--- config.mk ---
export PLATFORM = sky130hd
export DESIGN_NAME = data_memory
export DESIGN_NICKNAME = d
export VERILOG_FILES = /design/src/cpu_pkg.sv /design/src/isa_pkg.sv /design/src/data_memory.sv
export SDC_FILE = /design/constraint.sdc
export NUM_CORES = 1
export LEC_CHECK = 0
export ABC_AREA = 1
export BUFFER_PORTS_ARGS = -buffer_cell sky130_fd_sc_hd__buf_2
export CORE_ASPECT_RATIO = 1.5
export CORE_UTILIZATION = 40
export CTS_CLUSTER_DIAMETER = 120
export CTS_CLUSTER_SIZE = 40
export DETAILED_ROUTE_END_ITERATION = 16
export HOLD_SLACK_MARGIN = 0.12
export PLACE_DENSITY = 0.53
export REMOVE_ABC_BUFFERS = 1
export SLEW_MARGIN = 0
export SYNTH_ARGS = -nofsm -noshare
export SYNTH_HDL_FRONTEND = slang
export SYNTH_SLANG_ARGS = --single-unit
--- constraint.sdc ---
create_clock -name clock -period 5.8 [get_ports clock]
set_input_delay 0.29 -clock clock [delete_from_list [all_inputs] [get_ports clock]]
set_output_delay 0.29 -clock clock [all_outputs]
set_load 0.005 [all_outputs]
--- src/cpu_pkg.sv ---
`default_nettype none

package cpu_pkg;

	// register file and data store sizes
	localparam int NUM_REGS    = 32;
	localparam int DMEM_DEPTH  = 32;                  // words
	localparam int DMEM_ADDR_W = 5;

	// width of the out port number
	localparam int OUT_PORT_W = 4;

	typedef enum logic [2:0] {
		IDLE,                                         // run low, pc held at 0
		FETCH,
		DECODE,
		EXECUTE,
		MEMORY,                                       // lw and sw only
		WRITEBACK,                                    // li, addi and lw only
		HALTED
	} ctrl_state_t;

	typedef enum logic [1:0] {
		ALU_ADD,
		ALU_PASS,                                     // result is b
		ALU_LE                                        // signed a <= b
	} alu_op_t;

endpackage

`default_nettype wire

--- src/isa_pkg.sv ---
`default_nettype none

package isa_pkg;

	// word and field widths
	localparam int XLEN       = 32;
	localparam int OPCODE_W   = 6;
	localparam int REG_ADDR_W = 5;
	localparam int IMM_W      = 16;
	localparam int JADDR_W    = 26;

	// field positions inside an instruction word
	localparam int OPCODE_LSB = 26;                   // opcode in bits 31:26
	localparam int RS_LSB     = 21;                   // rs in bits 25:21
	localparam int RT_LSB     = 16;                   // rt in bits 20:16

	// program store
	localparam int IMEM_DEPTH  = 64;
	localparam int IMEM_ADDR_W = 6;

	typedef enum logic [OPCODE_W-1:0] {
		ADDI = 6'b000010,                             // rt = rs + sext(imm)
		LW   = 6'b010011,                             // rt = dmem[rs]
		LI   = 6'b010100,                             // rt = sext(imm)
		SW   = 6'b010110,                             // dmem[rs] = rt
		BLET = 6'b011010,                             // if rs <= rt goto imm
		J    = 6'b011101,                             // goto jump field
		OUT  = 6'b100001,                             // port imm[3:0] gets rt
		HALT = 6'b111111                              // stop the core
	} opcode_t;

endpackage

`default_nettype wire

--- src/data_memory.sv ---
`timescale 1ns/1ns
`default_nettype none

module data_memory import isa_pkg::*, cpu_pkg::*; (
	input  logic                   clock,
	input  logic                   mem_we,
	input  logic [DMEM_ADDR_W-1:0] mem_addr,
	input  logic [XLEN-1:0]        mem_wdata,
	output logic [XLEN-1:0]        mem_rdata
);

	logic [XLEN-1:0] mem [DMEM_DEPTH];

	always_ff @(posedge clock) begin
		if (mem_we) begin
			mem[mem_addr] <= mem_wdata;               // sw in the memory cycle
		end
	end

	// lw reads in the same cycle
	assign mem_rdata = mem[mem_addr];

endmodule

`default_nettype wire

**After elaboration in Yosys (flattened, before gate mapping)**

Memories as Yosys holds them, arrays and structs flattened.
Cells that the tools add are included.

- Memories kept: 1
- Output and inout bits: 32
- Input bits: 39
- Memory bits (writable): 1,024
- Bits in registers: 0

- Muxes and demuxes: 2

Memory list:

| memory | words | width | rd ports | clocked after Yosys merged registers in | write ports | line | text |
|---|---|---|---|---|---|---|---|
| mem | 32 | 32 | 1 | 0 | 1 | data_memory.sv:12 | `logic [XLEN-1:0] mem [DMEM_DEPTH];` |

Operators by type and width:

| kind | number |
|---|---|
| $mux 1 | 2 |

**Logic depth before layout (Yosys ltp)**

Gate-level depths: netlist of the first run.

- Word-level depth: 2
- Gate-level depth with buffers: 11
- Mapped depth without buffers: 9

**Least setup slack after synthesis of the first run**

OpenSTA, ideal clock, no wires.

- Path type: input-to-reg
- Start: in mem_addr[1]
- End: mem mem[10][0], enable pin
- Data required time: 5.379 ns
- Setup slack: 2.829 ns
- Library setup time: 0.421 ns
- Buffers on the path: 3
- Stages: 5
- Arrival time: 2.550 ns
- Cells stage by stage: buf_2 -> buf_2 -> clkbuf_1 -> nand3_1 -> nor2_1

RTL lines:

| what | line | text |
|---|---|---|
| from (decl) | data_memory.sv:7 | `input logic [DMEM_ADDR_W-1:0] mem_addr,` |
| to (decl) | data_memory.sv:12 |  |

No word-level cell before the write port.

**Worst setup path after layout of the first run**

- Start: in mem_addr[0]
- End: out mem_rdata[28]

- Word-level cells in the longest chain between the ends: 1

Ends and longest elaborated chain:

| what | line | text |
|---|---|---|
| $mem_v2 32x32 | - |  |
| to (decl) | data_memory.sv:9 | `output logic [XLEN-1:0] mem_rdata` |

Every way passes these cells.

==> reports/summary.txt, run 1 <==
Ratio of cells with drive above 1 in the final layout: 5.24%
Sum of buffers and inverters on the critical path: 4
Cell Count Post-Placement: 5,398
Hpwl dp: 60.2 mm
Peak VDD IR: 0.219 mV
Htree depth: 1
EDFF count, synth: 1,024
Number of remaining DRC errors: 0
Synth Area in Simple Gates: 25.2%
Nets: 4,089
Clock buffer count from CTS: 29
Largest regs: mem x1024
CTS tree: yes
Largest register FFs: 1,024
First-pass GRT wire length: 174 mm
Layout Utilization: 43.5%
Die area: 107,000 um2
Cts repair resizes: 0
Sequential-to-total area share from yosys stat: 72.7%
Commonest cells in the netlist: 2,720 x nand2_1, 1,024 x edfxtp_1, 118 x clkbuf_1, 96 x nor2_1, 67 x buf_2
WL per Instance: 21.8 um
CTS clk-pin slew, worst paths: 150 ps
Area share of xor/xnor cells in the synthesized design: 0%
Critical path's top delay family: buffers and inverters
P_sw: 2.81 mW
Power share of the clock group: 24.8%
Compound-gate portion of the synthesized area: 0%
Largest net degree at the start of global routing: 204
Sw frac: 23.1%
Finish-stage setup viols: 0
Post-Route WL: 119 mm
CP Launch Type: primary input
Hold_sp: mem_wdata[29]
Clock sink total: 1,024
Pre-CTS setup slack: 1910 ps
Non-Filler Instances: 5,445
Cell count after synthesis: 4,059
Die H: 400 um
DR vias: 27,200
Worst setup margin: 2270 ps
ANT nets after route: 0
Most flops, register: mem
Worst EP arrival: 3240 ps
Mux share of post-synthesis cell area: 0%
HP Class: in2reg
Diode count: 0
Unique masters post-synth: 12
Fin crit share: 60.8%
Critical path type: in2out
Vias in the first global route: 25,900
Slew HR: 14.6%
Clock buffer depth: 3
Overall overflow remaining after global route: 0
Initial Utilization: 40.5%
Comb power frac: 7.5%
CP required: 5510 ps
Die X: 267 um
Initial antenna violation count: 3
CP Capture Type: output port
Largest family of logic cells by synthesized area: simple AND/OR/NAND/NOR gates
Area leader, netlist: edfxtp_1
Worst Hold Path Cells: 1
Hold WS: 137 ps
Cell internal pwr: 9.36 mW
GPL Wtd Cong: 0.746
Top cell by count, worst path: nand2_1
Final Hold Fails: 0
Post-synthesis adder-cell area fraction: 0%
All-Layer GR Usage: 22.3%
Synth top area share: 72.7%
PD cells: 268 nW/um2
Hold EP: mem[9][29]$_DFFE_PP_
Mapped cell area: 42,300 um2
Post-Syn Area per Cell: 10.4 um2
Max-Cap Viols: 0
DRT Pass-1 Iters: 5
Status: finished clean
Syn. warnings: 0
Hold buffer count at CTS: 17
Most common cell in the synthesized netlist: nand2_1
Synth async-reset ratio: 0%
Tightest Pin Transition: 1280 ps
Initial DRC Count: 2,581
Sequential share of power: 67.7%
Via density: 4.99
Area Overhead vs Synth: 7.45%
RSZ-0062 raised after global routing: false
Post-route cell area: 45,400 um2
Core ar.: 105,000 um2
Crit Path Max Fanout: 81
CP max stage delay: 860 ps
Worst path cell trace: buf_8 -> buf_4 -> buf_4 -> nand2_1 -> nand2_1 -> nand2_1 -> nand2_1 -> nand2_1 -> nand2_1 -> nor2_1 -> nand2_1 -> buf_2
Synth area leaders: edfxtp_1 73%, nand2_1 24%, clkbuf_1 1.0%
Root buffer cell: clkbuf_16
Highest Clock Rate: 284 MHz
Most common flop cell mapped by yosys: edfxtp_1
Port bufs: 70
Postcts setup bufs: 0
# IOs: 71
Worst path slowest cell: buf_4
#FFs+latches synth: 1,024
Placed instance area: 44,500 um2
Pleak: 18.5 nW
FP Rows: 145
Crit path time final: 3530 ps
Final Max Slew Viols: 0
==> through the flow <==
stage / TNS (ps) / power (mW)
floorplan: -858160 / 8.88
global placement: 0 / 9.32
detailed placement: 0 / 9.32
CTS: 0 / 12.3
global route: 0 / 12.6
finish: 0 / 12.2
==> metal layers <==
metal,up-vias,wire (um),part of all wire [%],track usage [%]
met5,-,45,0.038,0
met3,137,5130,4.3,1.71
met2,621,58200,49,38.1
met4,6,3390,2.9,6.31
li1,13000,-,-,-
met1,13400,52100,44,30.6
==> worst max path at each step <==
stage / from / endpoint / slack [ps] / cells after the start
after floorplan: mem_addr[0] / mem[10][0]$_DFFE_PP_ / -1440 / 3
after global placement: mem_addr[1] / mem[13][10]$_DFFE_PP_ / 1950 / 5
after detailed placement: mem_addr[1] / mem[13][10]$_DFFE_PP_ / 1910 / 5
after CTS: mem_addr[0] / mem_rdata[30] / 2240 / 12
after global routing: mem_addr[0] / mem_rdata[30] / 2020 / 12
final: mem_addr[0] / mem_rdata[28] / 2270 / 12
==> power by group through the flow <==
stage	Combinational (mW)	Clock, mW	Sequential [mW]
3_5_place_dp	0.916	0	8.41
5_1_grt	1.02	3.28	8.25
4_1_cts	0.929	3.09	8.24
2_1_floorplan	0.471	0	8.41
3_3_place_gp	0.913	0	8.41
6_report	0.914	3.02	8.24
==> cell usage in the layout, fill, tap and decap left out <==
cell type | netlist | routed
inv_12 | 0 | 1
nand3_1 | 4 | 4
nor3_2 | 7 | 1
inv_1 | 8 | 8
nor2_4 | 0 | 32
nand2_1 | 2720 | 2720
buf_2 | 67 | 68
buf_12 | 0 | 10
inv_2 | 4 | 3
nor2_1 | 96 | 64
clkbuf_16 | 0 | 29
nor3_4 | 0 | 7
buf_4 | 0 | 57
dlygate4sd3_1 | 0 | 17
edfxtp_1 | 1024 | 1024
buf_8 | 0 | 2
inv_8 | 0 | 2
==> cells by family (layout without fill, tap and decap cells) <==
family	count (synthesis)	after routing
buffers and inverters	207	197
DFF	1024	1024
and+or+nand+nor	2828	2828
==> final cells by class <==
class / instances / area (um2)
timing repair buffer: 154 / 1170
clock buffer: 29 / 726
multi-input combinational: 2828 / 11000
inverter: 13 / 63.8
clock inverter: 1 / 16.3
tap: 1396 / 1750
fill: 10000 / 59100
sequential: 1024 / 30700
No activity file was read; power rests on OpenSTA's default activity.
==> run 2, diff against run 1 <==
- clock period: 5.8 -> 3.6 ns (I/O delays scaled with it)
==> run 2 against run 1 <==
Against the previous run:
- combinational power is 64% higher
- non-clock buffer count is 31 higher
- sequential share of layout area down 0.68 points
- worst hold slack better by 100 ps
- largest power group unchanged
- sequential cell count stayed put
- wire length shrank 2.9%
- critical path type unchanged
- highest routed layer unchanged
- clock power grew 60%
- die area stayed put
- worst setup slack got worse by 990 ps
==> reports/summary.txt, run 2 (synthesis gave the netlist of run 1 again) <==
Die H: 400 um (unchanged)
Clock buffer depth: 3 (unchanged)
Crit Path Max Fanout: 155 (was 81)
CTS tree: yes (unchanged)
Largest regs: mem x1024 (unchanged)
Crit path time final: 2320 ps
Nets: 4,120 (was 4,089)
Overall overflow remaining after global route: 0 (unchanged)
# IOs: 71 (unchanged)
First-pass GRT wire length: 170 mm (was 174 mm)
CP Launch Type: primary input (unchanged)
All-Layer GR Usage: 21.7% (was 22.3%)
Non-Filler Instances: 5,476 (was 5,445)
Commonest cells after routing, fill and taps aside: 2,720 x nand2_1, 1,024 x edfxtp_1, 68 x buf_2 (unchanged)
Met2 WL post-DR: 58.3 mm (was 58.2 mm)
Number of remaining DRC errors: 0 (unchanged)
Initial DRC Count: 1,963 (was 2,581)
Top cell by count, worst path: nand2_1 (unchanged)
Diode count: 0 (unchanged)
Crit path from: mem_addr[0] (unchanged)
Via density: 4.93 (was 4.99)
Clock sink total: 1,024 (unchanged)
Routed length on met3: 4.92 mm (was 5.13 mm)
Slew HR: 30.4% (was 14.6%)
Max-Cap Viols: 0 (unchanged)
Htree depth: 1 (unchanged)
RSZ-0062 raised after global routing: false (unchanged)
Most common cell after layout, fill and taps aside: nand2_1 (unchanged)
Most flops, register: mem (unchanged)
WL per Instance: 21.1 um (was 21.8 um)
Fill cells: 9,935 (was 10,000)
Postcts setup bufs: 0 (unchanged)
ANT nets after route: 0 (unchanged)
Peak VDD IR: 0.449 mV (was 0.219 mV)
CP max stage delay: 420 ps (was 860 ps)
Die area: 107,000 um2 (unchanged)
Highest Clock Rate: 431 MHz
Cell Count Post-Placement: 5,414 (was 5,398)
Initial Utilization: 40.5% (unchanged)
Worst path cell trace: buf_8 -> buf_12 -> nand2_1 -> nand2_1 -> nand2_1 -> nand2_1 -> nand2_1 -> nand2_1 -> nor2_1 -> nand2_1 -> buf_2 (was buf_8 -> buf_4 -> buf_4 -> nand2_1 -> nand2_1 -> nand2_1 -> nand2_1 -> nand2_1 -> nand2_1 -> nor2_1 -> nand2_1 -> buf_2)
Root buffer cell: clkbuf_16 (unchanged)
Top Metal Used: met5 (unchanged)
Reg area: 30,700 um2 (unchanged)
CP Capture Type: output port (unchanged)
Core ar.: 105,000 um2 (unchanged)
FP Rows: 145 (unchanged)
Largest net degree at the start of global routing: 184 (was 204)
CTS clk-pin slew, worst paths: 140 ps (was 150 ps)
Initial antenna violation count: 4 (was 3)
Hold_sp: mem_we (was mem_wdata[29])
Port bufs: 70 (unchanged)
Worst path slowest cell: buf_12 (was buf_4)
Worst setup margin: 1280 ps (was 2270 ps)
PD cells: 427 nW/um2 (was 268 nW/um2)
Final Max Slew Viols: 0 (unchanged)
Hpwl dp: 62.0 mm (was 60.2 mm)
Ratio of cells with drive above 1 in the final layout: 5.59% (was 5.24%)
Wire length on met1: 48.4 mm (was 52.1 mm)
Area Overhead vs Synth: 8.53% (was 7.45%)
Final Hold Fails: 0 (unchanged)
Worst Hold Path Cells: 4 (was 1)
Area of the multi-input gates: 11,000 um2 (unchanged)
Pleak: 18.7 nW (was 18.5 nW)
Critical path type: in2out (unchanged)
GPL Wtd Cong: 0.766 (was 0.746)
DR vias: 27,000 (was 27,200)
DRT Pass-1 Iters: 5 (unchanged)
CP required: 3420 ps (was 5510 ps)
Tightest Pin Transition: 1040 ps (was 1280 ps)
Worst EP arrival: 2140 ps (was 3240 ps)
Fin crit share: 64.5%
Pre-CTS setup slack: 1160 ps (was 1910 ps)
Die X: 267 um (unchanged)
Vias in the first global route: 26,000 (was 25,900)
Largest register FFs: 1,024 (unchanged)
Hold EP: mem[22][7]$_DFFE_PP_ (was mem[9][29]$_DFFE_PP_)
Post-Route WL: 115 mm (was 119 mm)
Finish-stage setup viols: 0 (unchanged)
HP Class: in2reg (unchanged)
Status: finished clean (unchanged)
Clock buffer count from CTS: 29 (unchanged)
## run 2: cell types whose count changed in the layout (fill, tap and decap cells not counted)
cell,previous run,this run
buf_12,10,25
dlygate4sd3_1,17,32
buf_4,57,58
## run 2: power breakdown
| part | internal [mW] | total (mW) | switching, mW |
|---|---|---|---|
| clock | 1.48 | 4.83 | 3.35 |
| sequential | 13.2 | 13.3 | 0.0283 |
| combinational | 0.388 | 1.50 | 1.11 |
| total | 15.1 | 19.6 | 4.49 |
## run 2: worst max-delay path, delay by kind of cell
family / cells / cell delay [ps]
buffers and inverters: 3 / 760
and+or+nand+nor: 8 / 820
## run 2: layout make-up
cell class / count / area share, %
Clock buffer: 29 / 1.58
Tap cell: 1396 / 3.81
Multi-Input combinational cell: 2828 / 23.9
Clock inverter: 1 / 0.0355
Sequential cell: 1024 / 67.0
Timing Repair Buffer: 185 / 3.55
Inverter: 13 / 0.139
## run 2: how the worst max path moves through the flow
stage / cells past startpoint / end
final: 11 / mem_rdata[7]
after global routing: 12 / mem_rdata[15]
after floorplan: 3 / mem[10][0]$_DFFE_PP_
after detailed placement: 6 / mem[1][3]$_DFFE_PP_
after CTS: 12 / mem_rdata[15]
after global placement: 12 / mem_rdata[21]
## run 2: repair_timing
item | CTS | global route
gates resized for setup | 0 | 0
endpoints found under the hold margin | 1024 | 0
hold buffers | 32 | 0
## run 2: metal layers
metal / track usage, % / up-vias
met5: 0 / -
met2: 38.5 / 595
met1: 28.1 / 13200
met4: 6.78 / 4
li1: - / 13100
met3: 1.96 / 142
## run 2: metrics by stage
stage	TNS [ps]	total power, mW	hold WS (ps)	area, um2	utilization [%]
2_1_floorplan	-2516530	14.3	279	41500	-
3_3_place_gp	0	15.0	699	44800	42.9
3_5_place_dp	0	15.0	700	44800	42.9
4_1_cts	0	19.8	198	45900	43.9
5_1_grt	0	20.3	220	45900	43.9
6_report	0	19.6	238	45900	43.9
